[src/soc_bus_pkg.sv]
// Bus widths, APB device map, address union and bridge state codes shared by bridge and slaves
`default_nettype none

package soc_bus_pkg;

    localparam int ADDR_W    = 12;
    localparam int DATA_W    = 32;
    localparam int DEV_COUNT = 3;

    // Address field widths, dev sits in bits 11:8
    localparam int DEV_W     = 4;
    localparam int REG_IDX_W = 6;
    localparam int BYTE_W    = 2;

    // Device map, index equals psel bit
    localparam int DEV_TIMER = 0;
    localparam int DEV_GPIO  = 1;
    localparam int DEV_IRQ   = 2;

    // Bridge FSM state codes
    localparam int STATE_W = 3;
    localparam logic [STATE_W-1:0] ST_IDLE   = 3'd0;
    localparam logic [STATE_W-1:0] ST_SETUP  = 3'd1;
    localparam logic [STATE_W-1:0] ST_ACCESS = 3'd2;
    localparam logic [STATE_W-1:0] ST_RESP   = 3'd3;
    localparam logic [STATE_W-1:0] ST_DONE   = 3'd4;

    // Bridge decodes dev, slaves decode reg_idx
    typedef union packed {
        logic [ADDR_W-1:0] raw;
        struct packed {
            logic [DEV_W-1:0]     dev;
            logic [REG_IDX_W-1:0] reg_idx;   // Word offset inside a device
            logic [BYTE_W-1:0]    byte_off;
        } f;
    } apb_addr_u;

endpackage

`default_nettype wire

[src/soc_periph_pkg.sv]
// Register word indices, peripheral widths and interrupt source bits used by the APB peripherals
`default_nettype none

package soc_periph_pkg;

    import soc_bus_pkg::REG_IDX_W;

    localparam int TIMER_W = 16;   // Counter width
    localparam int GPIO_W  = 8;    // Pin count
    localparam int IRQ_W   = 2;    // Interrupt sources

    // Source bits inside PEND and EN
    localparam int IRQ_TIMER = 0;
    localparam int IRQ_GPIO  = 1;

    // Timer registers
    localparam logic [REG_IDX_W-1:0] TMR_CTRL   = 6'd0;
    localparam logic [REG_IDX_W-1:0] TMR_PERIOD = 6'd1;
    localparam logic [REG_IDX_W-1:0] TMR_CMP    = 6'd2;
    localparam logic [REG_IDX_W-1:0] TMR_COUNT  = 6'd3;   // Read-only
    localparam int TMR_EN_BIT = 0;

    // GPIO registers
    localparam logic [REG_IDX_W-1:0] GPIO_OUT   = 6'd0;
    localparam logic [REG_IDX_W-1:0] GPIO_DIR   = 6'd1;
    localparam logic [REG_IDX_W-1:0] GPIO_IN    = 6'd2;   // Read-only
    localparam logic [REG_IDX_W-1:0] GPIO_INTEN = 6'd3;

    // Interrupt controller registers
    localparam logic [REG_IDX_W-1:0] IRQ_PEND = 6'd0;     // Write 1 to clear
    localparam logic [REG_IDX_W-1:0] IRQ_EN   = 6'd1;

endpackage

`default_nettype wire

[src/apb_bridge_fsm.sv]
// Bridge FSM that turns four-phase host requests into APB transfers to the selected device
`timescale 1ns/1ps
`default_nettype none

module apb_bridge_fsm
    import soc_bus_pkg::*;
(
    input  wire                         clk,
    input  wire                         rst_n_i,
    input  wire                         req_i,
    input  wire                         we_i,
    input  wire apb_addr_u              addr_i,
    input  wire  [DATA_W-1:0]           wdata_i,
    output logic                        ack_o,
    output logic [DATA_W-1:0]           rdata_o,
    output logic                        err_o,
    output logic [DEV_COUNT-1:0]        psel_o,
    output logic                        penable_o,
    output apb_addr_u                   paddr_o,
    output logic                        pwrite_o,
    output logic [DATA_W-1:0]           pwdata_o,
    input  wire  [DEV_COUNT*DATA_W-1:0] prdata_i,
    input  wire  [DEV_COUNT-1:0]        pready_i,
    input  wire  [DEV_COUNT-1:0]        pslverr_i
);

    logic [STATE_W-1:0]   state_q;
    logic [STATE_W-1:0]   state_d;
    logic [DEV_COUNT-1:0] sel_q;      // One-hot, zero when unmapped
    logic [DEV_COUNT-1:0] dev_hit;
    apb_addr_u            addr_q;
    logic                 we_q;
    logic [DATA_W-1:0]    wdata_q;
    logic [DATA_W-1:0]    rd_mux;
    logic                 rd_ready;
    logic                 rd_err;
    logic                 start;

    assign start = (state_q == ST_IDLE) && req_i;

    // Device select from the dev field
    always_comb begin
        dev_hit = '0;
        for (int i = 0; i < DEV_COUNT; i++) begin
            if (addr_i.f.dev == DEV_W'(i)) begin
                dev_hit[i] = 1'b1;
            end
        end
    end

    // Response from the selected slave only
    always_comb begin
        rd_mux   = '0;
        rd_ready = 1'b0;
        rd_err   = 1'b0;
        for (int i = 0; i < DEV_COUNT; i++) begin
            if (sel_q[i]) begin
                rd_mux   = rd_mux | prdata_i[i*DATA_W +: DATA_W];
                rd_ready = rd_ready | pready_i[i];
                rd_err   = rd_err | pslverr_i[i];
            end
        end
    end

    always_comb begin
        state_d = state_q;
        case (state_q)
            ST_IDLE: begin
                if (req_i) begin
                    state_d = ST_SETUP;
                end
            end
            ST_SETUP:  state_d = (sel_q == '0) ? ST_RESP : ST_ACCESS;
            ST_ACCESS: begin
                if (rd_ready) begin
                    state_d = ST_RESP;
                end
            end
            ST_RESP: begin
                if (!req_i) begin   // Hold ack until host lets go
                    state_d = ST_DONE;
                end
            end
            default:   state_d = ST_IDLE;
        endcase
    end

    always_ff @(posedge clk) begin
        if (!rst_n_i) begin
            state_q <= ST_IDLE;
            sel_q   <= '0;
            rdata_o <= '0;
            err_o   <= 1'b0;
        end else begin
            state_q <= state_d;
            if (start) begin
                sel_q <= dev_hit;
            end
            if ((state_q == ST_SETUP) && (sel_q == '0)) begin
                rdata_o <= '0;
                err_o   <= 1'b1;    // Unmapped device
            end else if ((state_q == ST_ACCESS) && rd_ready) begin
                rdata_o <= rd_err ? '0 : rd_mux;
                err_o   <= rd_err;
            end
        end
    end

    // Request payload captured at start
    always_ff @(posedge clk) begin
        if (start) begin
            addr_q  <= addr_i;
            we_q    <= we_i;
            wdata_q <= wdata_i;
        end
    end

    assign ack_o     = (state_q == ST_RESP);
    assign penable_o = (state_q == ST_ACCESS);
    assign psel_o    = ((state_q == ST_SETUP) || (state_q == ST_ACCESS)) ? sel_q : '0;
    assign paddr_o   = addr_q;
    assign pwrite_o  = we_q;
    assign pwdata_o  = wdata_q;

    a_penable_sel: assert property (@(posedge clk) disable iff (!rst_n_i)
        penable_o |-> (psel_o != '0));

    // Ack only answers a request still held on the edge that raised it
    a_ack_req: assert property (@(posedge clk) disable iff (!rst_n_i)
        $rose(ack_o) |-> $past(req_i));

endmodule

`default_nettype wire

[src/apb_gpio.sv]
// APB GPIO slave with output and direction registers, input sync and rising-edge events
`timescale 1ns/1ps
`default_nettype none

module apb_gpio
    import soc_bus_pkg::*;
    import soc_periph_pkg::*;
(
    input  wire                clk,
    input  wire                rst_n_i,
    input  wire                psel_i,
    input  wire                penable_i,
    input  wire apb_addr_u     paddr_i,
    input  wire                pwrite_i,
    input  wire  [DATA_W-1:0]  pwdata_i,
    output logic [DATA_W-1:0]  prdata_o,
    output logic               pready_o,
    output logic               pslverr_o,
    input  wire  [GPIO_W-1:0]  gpio_in_i,
    output logic [GPIO_W-1:0]  gpio_out_o,
    output logic [GPIO_W-1:0]  gpio_dir_o,
    output logic               edge_o
);

    logic [GPIO_W-1:0] out_q;
    logic [GPIO_W-1:0] dir_q;
    logic [GPIO_W-1:0] inten_q;
    logic [GPIO_W-1:0] meta_q;     // First sync stage
    logic [GPIO_W-1:0] sync_q;
    logic [GPIO_W-1:0] prev_q;
    logic              edge_q;
    logic              access;
    logic              acc_err;
    logic              wr_en;
    logic [DATA_W-1:0] rd_val;

    assign access = psel_i & penable_i;

    always_comb begin
        acc_err = 1'b0;
        rd_val  = '0;
        case (paddr_i.f.reg_idx)
            GPIO_OUT:   rd_val = DATA_W'(out_q);
            GPIO_DIR:   rd_val = DATA_W'(dir_q);
            GPIO_IN: begin
                rd_val  = DATA_W'(sync_q);
                acc_err = pwrite_i;
            end
            GPIO_INTEN: rd_val = DATA_W'(inten_q);
            default:    acc_err = 1'b1;
        endcase
    end

    assign pready_o  = access;
    assign pslverr_o = access & acc_err;
    assign prdata_o  = (access && !acc_err && !pwrite_i) ? rd_val : '0;
    assign wr_en     = access & pwrite_i & ~acc_err;

    always_ff @(posedge clk) begin
        if (!rst_n_i) begin
            out_q   <= '0;
            dir_q   <= '0;
            inten_q <= '0;
        end else if (wr_en) begin
            case (paddr_i.f.reg_idx)
                GPIO_OUT:   out_q   <= pwdata_i[GPIO_W-1:0];
                GPIO_DIR:   dir_q   <= pwdata_i[GPIO_W-1:0];
                GPIO_INTEN: inten_q <= pwdata_i[GPIO_W-1:0];
                default:    out_q   <= out_q;
            endcase
        end
    end

    // Two-flop sync, then rise detect on enabled pins
    always_ff @(posedge clk) begin
        if (!rst_n_i) begin
            meta_q <= '0;
            sync_q <= '0;
            prev_q <= '0;
            edge_q <= 1'b0;
        end else begin
            meta_q <= gpio_in_i;
            sync_q <= meta_q;
            prev_q <= sync_q;
            edge_q <= |(sync_q & ~prev_q & inten_q);
        end
    end

    assign edge_o     = edge_q;
    assign gpio_out_o = out_q;
    assign gpio_dir_o = dir_q;

endmodule

`default_nettype wire

[src/apb_timer.sv]
// APB timer slave with period wrap, a one-cycle wrap event and a compare PWM output
`timescale 1ns/1ps
`default_nettype none

module apb_timer
    import soc_bus_pkg::*;
    import soc_periph_pkg::*;
(
    input  wire                clk,
    input  wire                rst_n_i,
    input  wire                psel_i,
    input  wire                penable_i,
    input  wire apb_addr_u     paddr_i,
    input  wire                pwrite_i,
    input  wire  [DATA_W-1:0]  pwdata_i,
    output logic [DATA_W-1:0]  prdata_o,
    output logic               pready_o,
    output logic               pslverr_o,
    output logic               wrap_o,
    output logic               ch_o
);

    logic               en_q;
    logic [TIMER_W-1:0] period_q;
    logic [TIMER_W-1:0] cmp_q;
    logic [TIMER_W-1:0] count_q;
    logic               access;
    logic               acc_err;
    logic               wr_en;
    logic               restart;
    logic [DATA_W-1:0]  rd_val;

    assign access = psel_i & penable_i;

    always_comb begin
        acc_err = 1'b0;
        rd_val  = '0;
        case (paddr_i.f.reg_idx)
            TMR_CTRL:   rd_val = DATA_W'(en_q);
            TMR_PERIOD: rd_val = DATA_W'(period_q);
            TMR_CMP:    rd_val = DATA_W'(cmp_q);
            TMR_COUNT: begin
                rd_val  = DATA_W'(count_q);
                acc_err = pwrite_i;   // Count is read-only
            end
            default:    acc_err = 1'b1;
        endcase
    end

    assign pready_o  = access;   // Zero wait states
    assign pslverr_o = access & acc_err;
    assign prdata_o  = (access && !acc_err && !pwrite_i) ? rd_val : '0;
    assign wr_en     = access & pwrite_i & ~acc_err;

    always_ff @(posedge clk) begin
        if (!rst_n_i) begin
            en_q     <= 1'b0;
            period_q <= '0;
            cmp_q    <= '0;
        end else if (wr_en) begin
            case (paddr_i.f.reg_idx)
                TMR_CTRL:   en_q     <= pwdata_i[TMR_EN_BIT];
                TMR_PERIOD: period_q <= pwdata_i[TIMER_W-1:0];
                TMR_CMP:    cmp_q    <= pwdata_i[TIMER_W-1:0];
                default:    en_q     <= en_q;
            endcase
        end
    end

    // Enabling or a new period starts counting from zero
    assign restart = wr_en && (((paddr_i.f.reg_idx == TMR_CTRL) && pwdata_i[TMR_EN_BIT])
                               || (paddr_i.f.reg_idx == TMR_PERIOD));

    assign wrap_o = en_q && (count_q == period_q);

    always_ff @(posedge clk) begin
        if (!rst_n_i || restart || wrap_o) begin
            count_q <= '0;
        end else if (en_q) begin
            count_q <= count_q + TIMER_W'(1);
        end
    end

    assign ch_o = en_q && (count_q < cmp_q);   // PWM level

    a_count_range: assert property (@(posedge clk) disable iff (!rst_n_i)
        en_q |-> (count_q <= period_q));

endmodule

`default_nettype wire

[src/irq_ctrl.sv]
// Interrupt controller slave holding pending and enable bits and driving the merged IRQ line
`timescale 1ns/1ps
`default_nettype none

module irq_ctrl
    import soc_bus_pkg::*;
    import soc_periph_pkg::*;
(
    input  wire                clk,
    input  wire                rst_n_i,
    input  wire                psel_i,
    input  wire                penable_i,
    input  wire apb_addr_u     paddr_i,
    input  wire                pwrite_i,
    input  wire  [DATA_W-1:0]  pwdata_i,
    output logic [DATA_W-1:0]  prdata_o,
    output logic               pready_o,
    output logic               pslverr_o,
    input  wire  [IRQ_W-1:0]   src_i,
    output logic               irq_o
);

    logic [IRQ_W-1:0]  pend_q;
    logic [IRQ_W-1:0]  en_q;
    logic [IRQ_W-1:0]  pend_clr;
    logic              access;
    logic              acc_err;
    logic              wr_en;
    logic [DATA_W-1:0] rd_val;

    assign access = psel_i & penable_i;

    always_comb begin
        acc_err = 1'b0;
        rd_val  = '0;
        case (paddr_i.f.reg_idx)
            IRQ_PEND: rd_val = DATA_W'(pend_q);
            IRQ_EN:   rd_val = DATA_W'(en_q);
            default:  acc_err = 1'b1;
        endcase
    end

    assign pready_o  = access;
    assign pslverr_o = access & acc_err;
    assign prdata_o  = (access && !acc_err && !pwrite_i) ? rd_val : '0;
    assign wr_en     = access & pwrite_i & ~acc_err;

    assign pend_clr = (wr_en && (paddr_i.f.reg_idx == IRQ_PEND)) ? pwdata_i[IRQ_W-1:0] : '0;

    always_ff @(posedge clk) begin
        if (!rst_n_i) begin
            pend_q <= '0;
            en_q   <= '0;
        end else begin
            pend_q <= (pend_q & ~pend_clr) | src_i;   // New event beats a clear
            if (wr_en && (paddr_i.f.reg_idx == IRQ_EN)) begin
                en_q <= pwdata_i[IRQ_W-1:0];
            end
        end
    end

    assign irq_o = |(pend_q & en_q);

    a_irq_masked: assert property (@(posedge clk) disable iff (!rst_n_i)
        (en_q == '0) |-> !irq_o);

endmodule

`default_nettype wire

[src/soc_periph_top.sv]
// Subsystem top that wires the host bridge to the timer, GPIO and interrupt controller over APB
`timescale 1ns/1ps
`default_nettype none

module soc_periph_top
    import soc_bus_pkg::*;
    import soc_periph_pkg::*;
(
    input  wire               clk,
    input  wire               rst_n_i,
    input  wire               req_i,
    input  wire               we_i,
    input  wire apb_addr_u    addr_i,
    input  wire [DATA_W-1:0]  wdata_i,
    output wire               ack_o,
    output wire [DATA_W-1:0]  rdata_o,
    output wire               err_o,
    output wire               irq_o,
    output wire               ch_o,
    input  wire [GPIO_W-1:0]  gpio_in_i,
    output wire [GPIO_W-1:0]  gpio_out_o,
    output wire [GPIO_W-1:0]  gpio_dir_o
);

    // APB fabric
    wire [DEV_COUNT-1:0]        psel;
    wire                        penable;
    wire apb_addr_u             paddr;
    wire                        pwrite;
    wire [DATA_W-1:0]           pwdata;
    wire [DEV_COUNT*DATA_W-1:0] prdata;
    wire [DEV_COUNT-1:0]        pready;
    wire [DEV_COUNT-1:0]        pslverr;
    wire [IRQ_W-1:0]            irq_src;   // Wrap and edge pulses

    apb_bridge_fsm u_bridge (
        .clk       (clk),
        .rst_n_i   (rst_n_i),
        .req_i     (req_i),
        .we_i      (we_i),
        .addr_i    (addr_i),
        .wdata_i   (wdata_i),
        .ack_o     (ack_o),
        .rdata_o   (rdata_o),
        .err_o     (err_o),
        .psel_o    (psel),
        .penable_o (penable),
        .paddr_o   (paddr),
        .pwrite_o  (pwrite),
        .pwdata_o  (pwdata),
        .prdata_i  (prdata),
        .pready_i  (pready),
        .pslverr_i (pslverr)
    );

    apb_timer u_timer (
        .clk       (clk),
        .rst_n_i   (rst_n_i),
        .psel_i    (psel[DEV_TIMER]),
        .penable_i (penable),
        .paddr_i   (paddr),
        .pwrite_i  (pwrite),
        .pwdata_i  (pwdata),
        .prdata_o  (prdata[DEV_TIMER*DATA_W +: DATA_W]),
        .pready_o  (pready[DEV_TIMER]),
        .pslverr_o (pslverr[DEV_TIMER]),
        .wrap_o    (irq_src[IRQ_TIMER]),
        .ch_o      (ch_o)
    );

    apb_gpio u_gpio (
        .clk        (clk),
        .rst_n_i    (rst_n_i),
        .psel_i     (psel[DEV_GPIO]),
        .penable_i  (penable),
        .paddr_i    (paddr),
        .pwrite_i   (pwrite),
        .pwdata_i   (pwdata),
        .prdata_o   (prdata[DEV_GPIO*DATA_W +: DATA_W]),
        .pready_o   (pready[DEV_GPIO]),
        .pslverr_o  (pslverr[DEV_GPIO]),
        .gpio_in_i  (gpio_in_i),
        .gpio_out_o (gpio_out_o),
        .gpio_dir_o (gpio_dir_o),
        .edge_o     (irq_src[IRQ_GPIO])
    );

    irq_ctrl u_irq (
        .clk       (clk),
        .rst_n_i   (rst_n_i),
        .psel_i    (psel[DEV_IRQ]),
        .penable_i (penable),
        .paddr_i   (paddr),
        .pwrite_i  (pwrite),
        .pwdata_i  (pwdata),
        .prdata_o  (prdata[DEV_IRQ*DATA_W +: DATA_W]),
        .pready_o  (pready[DEV_IRQ]),
        .pslverr_o (pslverr[DEV_IRQ]),
        .src_i     (irq_src),
        .irq_o     (irq_o)
    );

endmodule

`default_nettype wire

[config.mk]
export PLATFORM = sky130hd
export DESIGN_NAME = soc_periph_top
export DESIGN_NICKNAME = d
export VERILOG_FILES = /design/src/soc_bus_pkg.sv /design/src/soc_periph_pkg.sv /design/src/apb_bridge_fsm.sv /design/src/apb_gpio.sv /design/src/apb_timer.sv /design/src/irq_ctrl.sv /design/src/soc_periph_top.sv
export SDC_FILE = /design/constraint.sdc
export NUM_CORES = 1
export LEC_CHECK = 0
export BUFFER_PORTS_ARGS = -buffer_cell sky130_fd_sc_hd__buf_2
export CAP_MARGIN = 40
export CORE_UTILIZATION = 63
export CTS_BUF_LIST = sky130_fd_sc_hd__clkbuf_8
export DETAILED_ROUTE_END_ITERATION = 12
export GPL_TIMING_DRIVEN = 0
export PLACE_DENSITY_LB_ADDON = 0.08
export SETUP_SLACK_MARGIN = 0.05
export SLEW_MARGIN = 10
export SYNTH_ARGS = -nofsm -noshare
export SYNTH_HDL_FRONTEND = slang
export SYNTH_SLANG_ARGS = --single-unit
export TNS_END_PERCENT = 10
[constraint.sdc]
create_clock -name clk -period 5.46 [get_ports clk]
set_clock_uncertainty 0.1 [all_clocks]
set_input_delay 0.546 -clock clk [delete_from_list [all_inputs] [get_ports clk]]
set_output_delay 0.546 -clock clk [all_outputs]
set_load 0.05 [all_outputs]
==> out/results.tsv <==
stage	metric	value	unit
status	status	finished clean	
drt	vias	5601	
yosys	synth_seq_area_share	46.5	%
yosys	syn_area_per_cell	9.79	sq um
layout	antenna_cells	0	
placement	gp_congestion	0.913	
drt	postRouteAntennaNets	0	
yosys	synthCells	702	
yosys	synth_edf_count	23	
min_path	min_path_type	input port to register	
timing	fin_ws	2300	ps
clock_tree	cts_max_level	4	
floorplan	start_util	65.7	%
timing	fmax	0.316	GHz
layout	area_growth	15.9	%
floorplan	core_area	10500	sq um
drt	avgRoutedWirePerCell	17.9	microns
drt	wl	17100	microns
clock_tree	clkTransAtPathRegs	90	ps
worst_setup_path	startpoint_type	register	
placement	dp_hpwl	12600	microns
grt	grt_use_total	31.3	%
timing	period_share	58.0	%
job	max-cap-violations	0	
clock_tree	cts_setup_buffers	0	
yosys	synth_area_leaders	dfxtp_1, edfxtp_1, nand2_1	
clock_tree	cts_tree	yes	
layout	utilization	76.2	%
yosys	ys.flop_type	dfxtp_1	
floorplan	ios	108	
clock_tree	numCtsBuffers	17	
yosys	ys_types	56	
drt	drt-initial-drc-count	497	
yosys	synth.largest_area_cell	dfxtp_1	
timing	max_slew_margin	60.3	%
yosys	synth-async-reset-ratio	0	%
clock_tree	cts_hold_buf	0	
power	power_density	293	nW/um^2
clock_tree	ctsRootBufferMaster	clkbuf_8	
power	leakage	3.38	nW
timing	rsz0062_at_grt	no	
yosys	synth-seq-cells	148	
drt	drt-pass1-iter-count	5	
drt	drc_errors	0	
timing	maxSlewViolCount	0	
placement	port_buffers	73	
floorplan	die_w	106	microns
clock_tree	clockBufferDepth	2	
placement	dp_slack	2830	ps
yosys	synth_top_area_share	36.4	%
clock_tree	post_cts_resized	0	
layout	finalNetCount	882	
clock_tree	numClockSinks	148	
layout	layout-drive-gt1-share	20.4	%
grt	grt_pass1_vias	5217	
worst_setup_path	worstPathArrival	2520	ps
timing	hold_viol	0	
grt	grt_max_degree	23	
worst_setup_path	crit_type	register to primary output	
grt	grt_remaining_overflow	0	
yosys	yosysWarnings	0	
timing	period_minus_slack	3160	ps
clock_tree	worstSkewPairLatency	470	ps
grt	grt_pass1_wl	26400	microns
min_path	min_from	wdata_i[8]	
grt	antenna_found_initial	0	
floorplan	die-area	11300	sq um
power	vdd_drop_max	0.315	mV
worst_setup_path	r2r-start	u_bridge.paddr_o[7]	
yosys	syn-cell-area	6870	sq um
worst_setup_path	cp-end-kind	primary output	
timing	setup_viol	0	
timing	tns	0	ps
worst_setup_path	worstPathMaxFanout	6	
floorplan	rows	37	
timing	tightestPinTransition	592	ps
floorplan	die_h	106	microns
drt	vias_per_cell	5.84	
worst_setup_path	required	4810	ps
worst_setup_path	critPathLaunch	u_timer.count_q[2]	
per-layer routing:
metal | up-vias | routed length, microns | global-route usage, %
met5 | - | 0 | 0
met4 | 0 | 393 | 12.3
met3 | 49 | 1330 | 9.01
met2 | 253 | 7940 | 48.5
met1 | 2676 | 7470 | 41.4
li1 | 2623 | - | -
cells in the mapped netlist, drive strengths merged, types with 16 or more instances:
| cell type | instances |
|---|---|
| xor2 | 22 |
| buf | 34 |
| edfxtp | 23 |
| ha | 16 |
| nand2 | 98 |
| a21boi | 35 |
| nand3 | 29 |
| mux2i | 27 |
| clkbuf | 21 |
| o21ai | 17 |
| inv | 19 |
| nor2 | 43 |
| a22oi | 19 |
| and2 | 31 |
| dfxtp | 125 |
| nor2b | 32 |
layout make-up:
class / count / area (sq um)
multi-input combinational: 495 / 3350
fill: 753 / 2490
tap: 136 / 170
clock inverter: 15 / 241
timing repair buffer: 74 / 393
sequential: 148 / 3190
clock buffer: 17 / 234
inverter: 19 / 71.3
buffer: 55 / 310
metrics by stage:
stage	hold WS [ps]	power [mW]	cell area, sq um	instances
floorplan	312	1.29	6930	717
global placement	315	1.33	7460	926
detailed placement	318	1.34	7490	927
CTS	117	2.34	7970	959
global route	110	2.40	7970	959
finish	140	2.34	7970	959
kinds of logic (layout without fill, tap and decap cells):
| group | Yosys count | count (layout) | share of synthesized area, % |
|---|---|---|---|
| and+or+nand+nor | 274 | 274 | 20.3 |
| DFF | 148 | 148 | 46.5 |
| AOI/OAI and AO/OA | 113 | 113 | 12.4 |
| buffers and inverters | 74 | 180 | 5.55 |
| muxes | 45 | 45 | 8.36 |
| xor gates and xnor gates | 31 | 31 | 3.95 |
| adders and majority gates | 16 | 16 | 2.91 |
| other | 1 | 16 | 0.0546 |
state kept, by name, indices dropped and copies added, names as in the netlist, 16 cells and up:
name,cells
u_timer.count_q,16
u_bridge.pwdata_o,16
u_timer.cmp_q,16
u_bridge.rdata_o,16
u_timer.period_q,16
path summary, 6_finish.rpt:
| kind | to | slack, ps | cells past startpoint |
|---|---|---|---|
| setup / recovery | ch_o | 2300 | 7 |
| hold / removal | u_bridge.pwdata_o[8] | 140 | 1 |
| setup reg to reg | u_timer.count_q[14] | 3130 | 6 |
| hold reg to reg | u_gpio.sync_q[4] | 340 | 1 |
cells in the final DEF (no fill, tap or decap), types with 3 or more instances in the layout:
cell	n
nor2b_1	32
mux2i_1	27
conb_1	16
a21boi_0	34
and3_1	8
o22ai_1	4
mux4_2	9
inv_1	19
clkbuf_8	17
xor2_1	22
and2_1	30
dfxtp_1	125
inv_6	5
nand3_1	28
nor3_1	4
bufinv_16	5
clkbuf_1	21
a21oi_1	8
nand2b_1	5
a22o_1	9
a22oi_1	19
edfxtp_1	23
xnor2_1	9
a21o_1	3
nand2_1	97
ha_1	16
nor2_1	42
a32oi_1	6
o21ai_0	16
buf_2	84
nand4_1	8
buf_4	20
mux2_2	9
nor4_1	6
critical path, cell delays in order (launching register included):
cell,delay (ps)
dfxtp_1,480
ha_1,300
a21oi_1,150
o21ai_0,120
a221oi_1,390
o31ai_1,160
a31oi_1,180
buf_2,280
power breakdown:
part / internal, mW / switching [mW]
registers: 1.13 / 0.0231
logic: 0.0576 / 0.104
clock network: 0.558 / 0.459
Note: power is estimated with default switching activity, not from simulation.
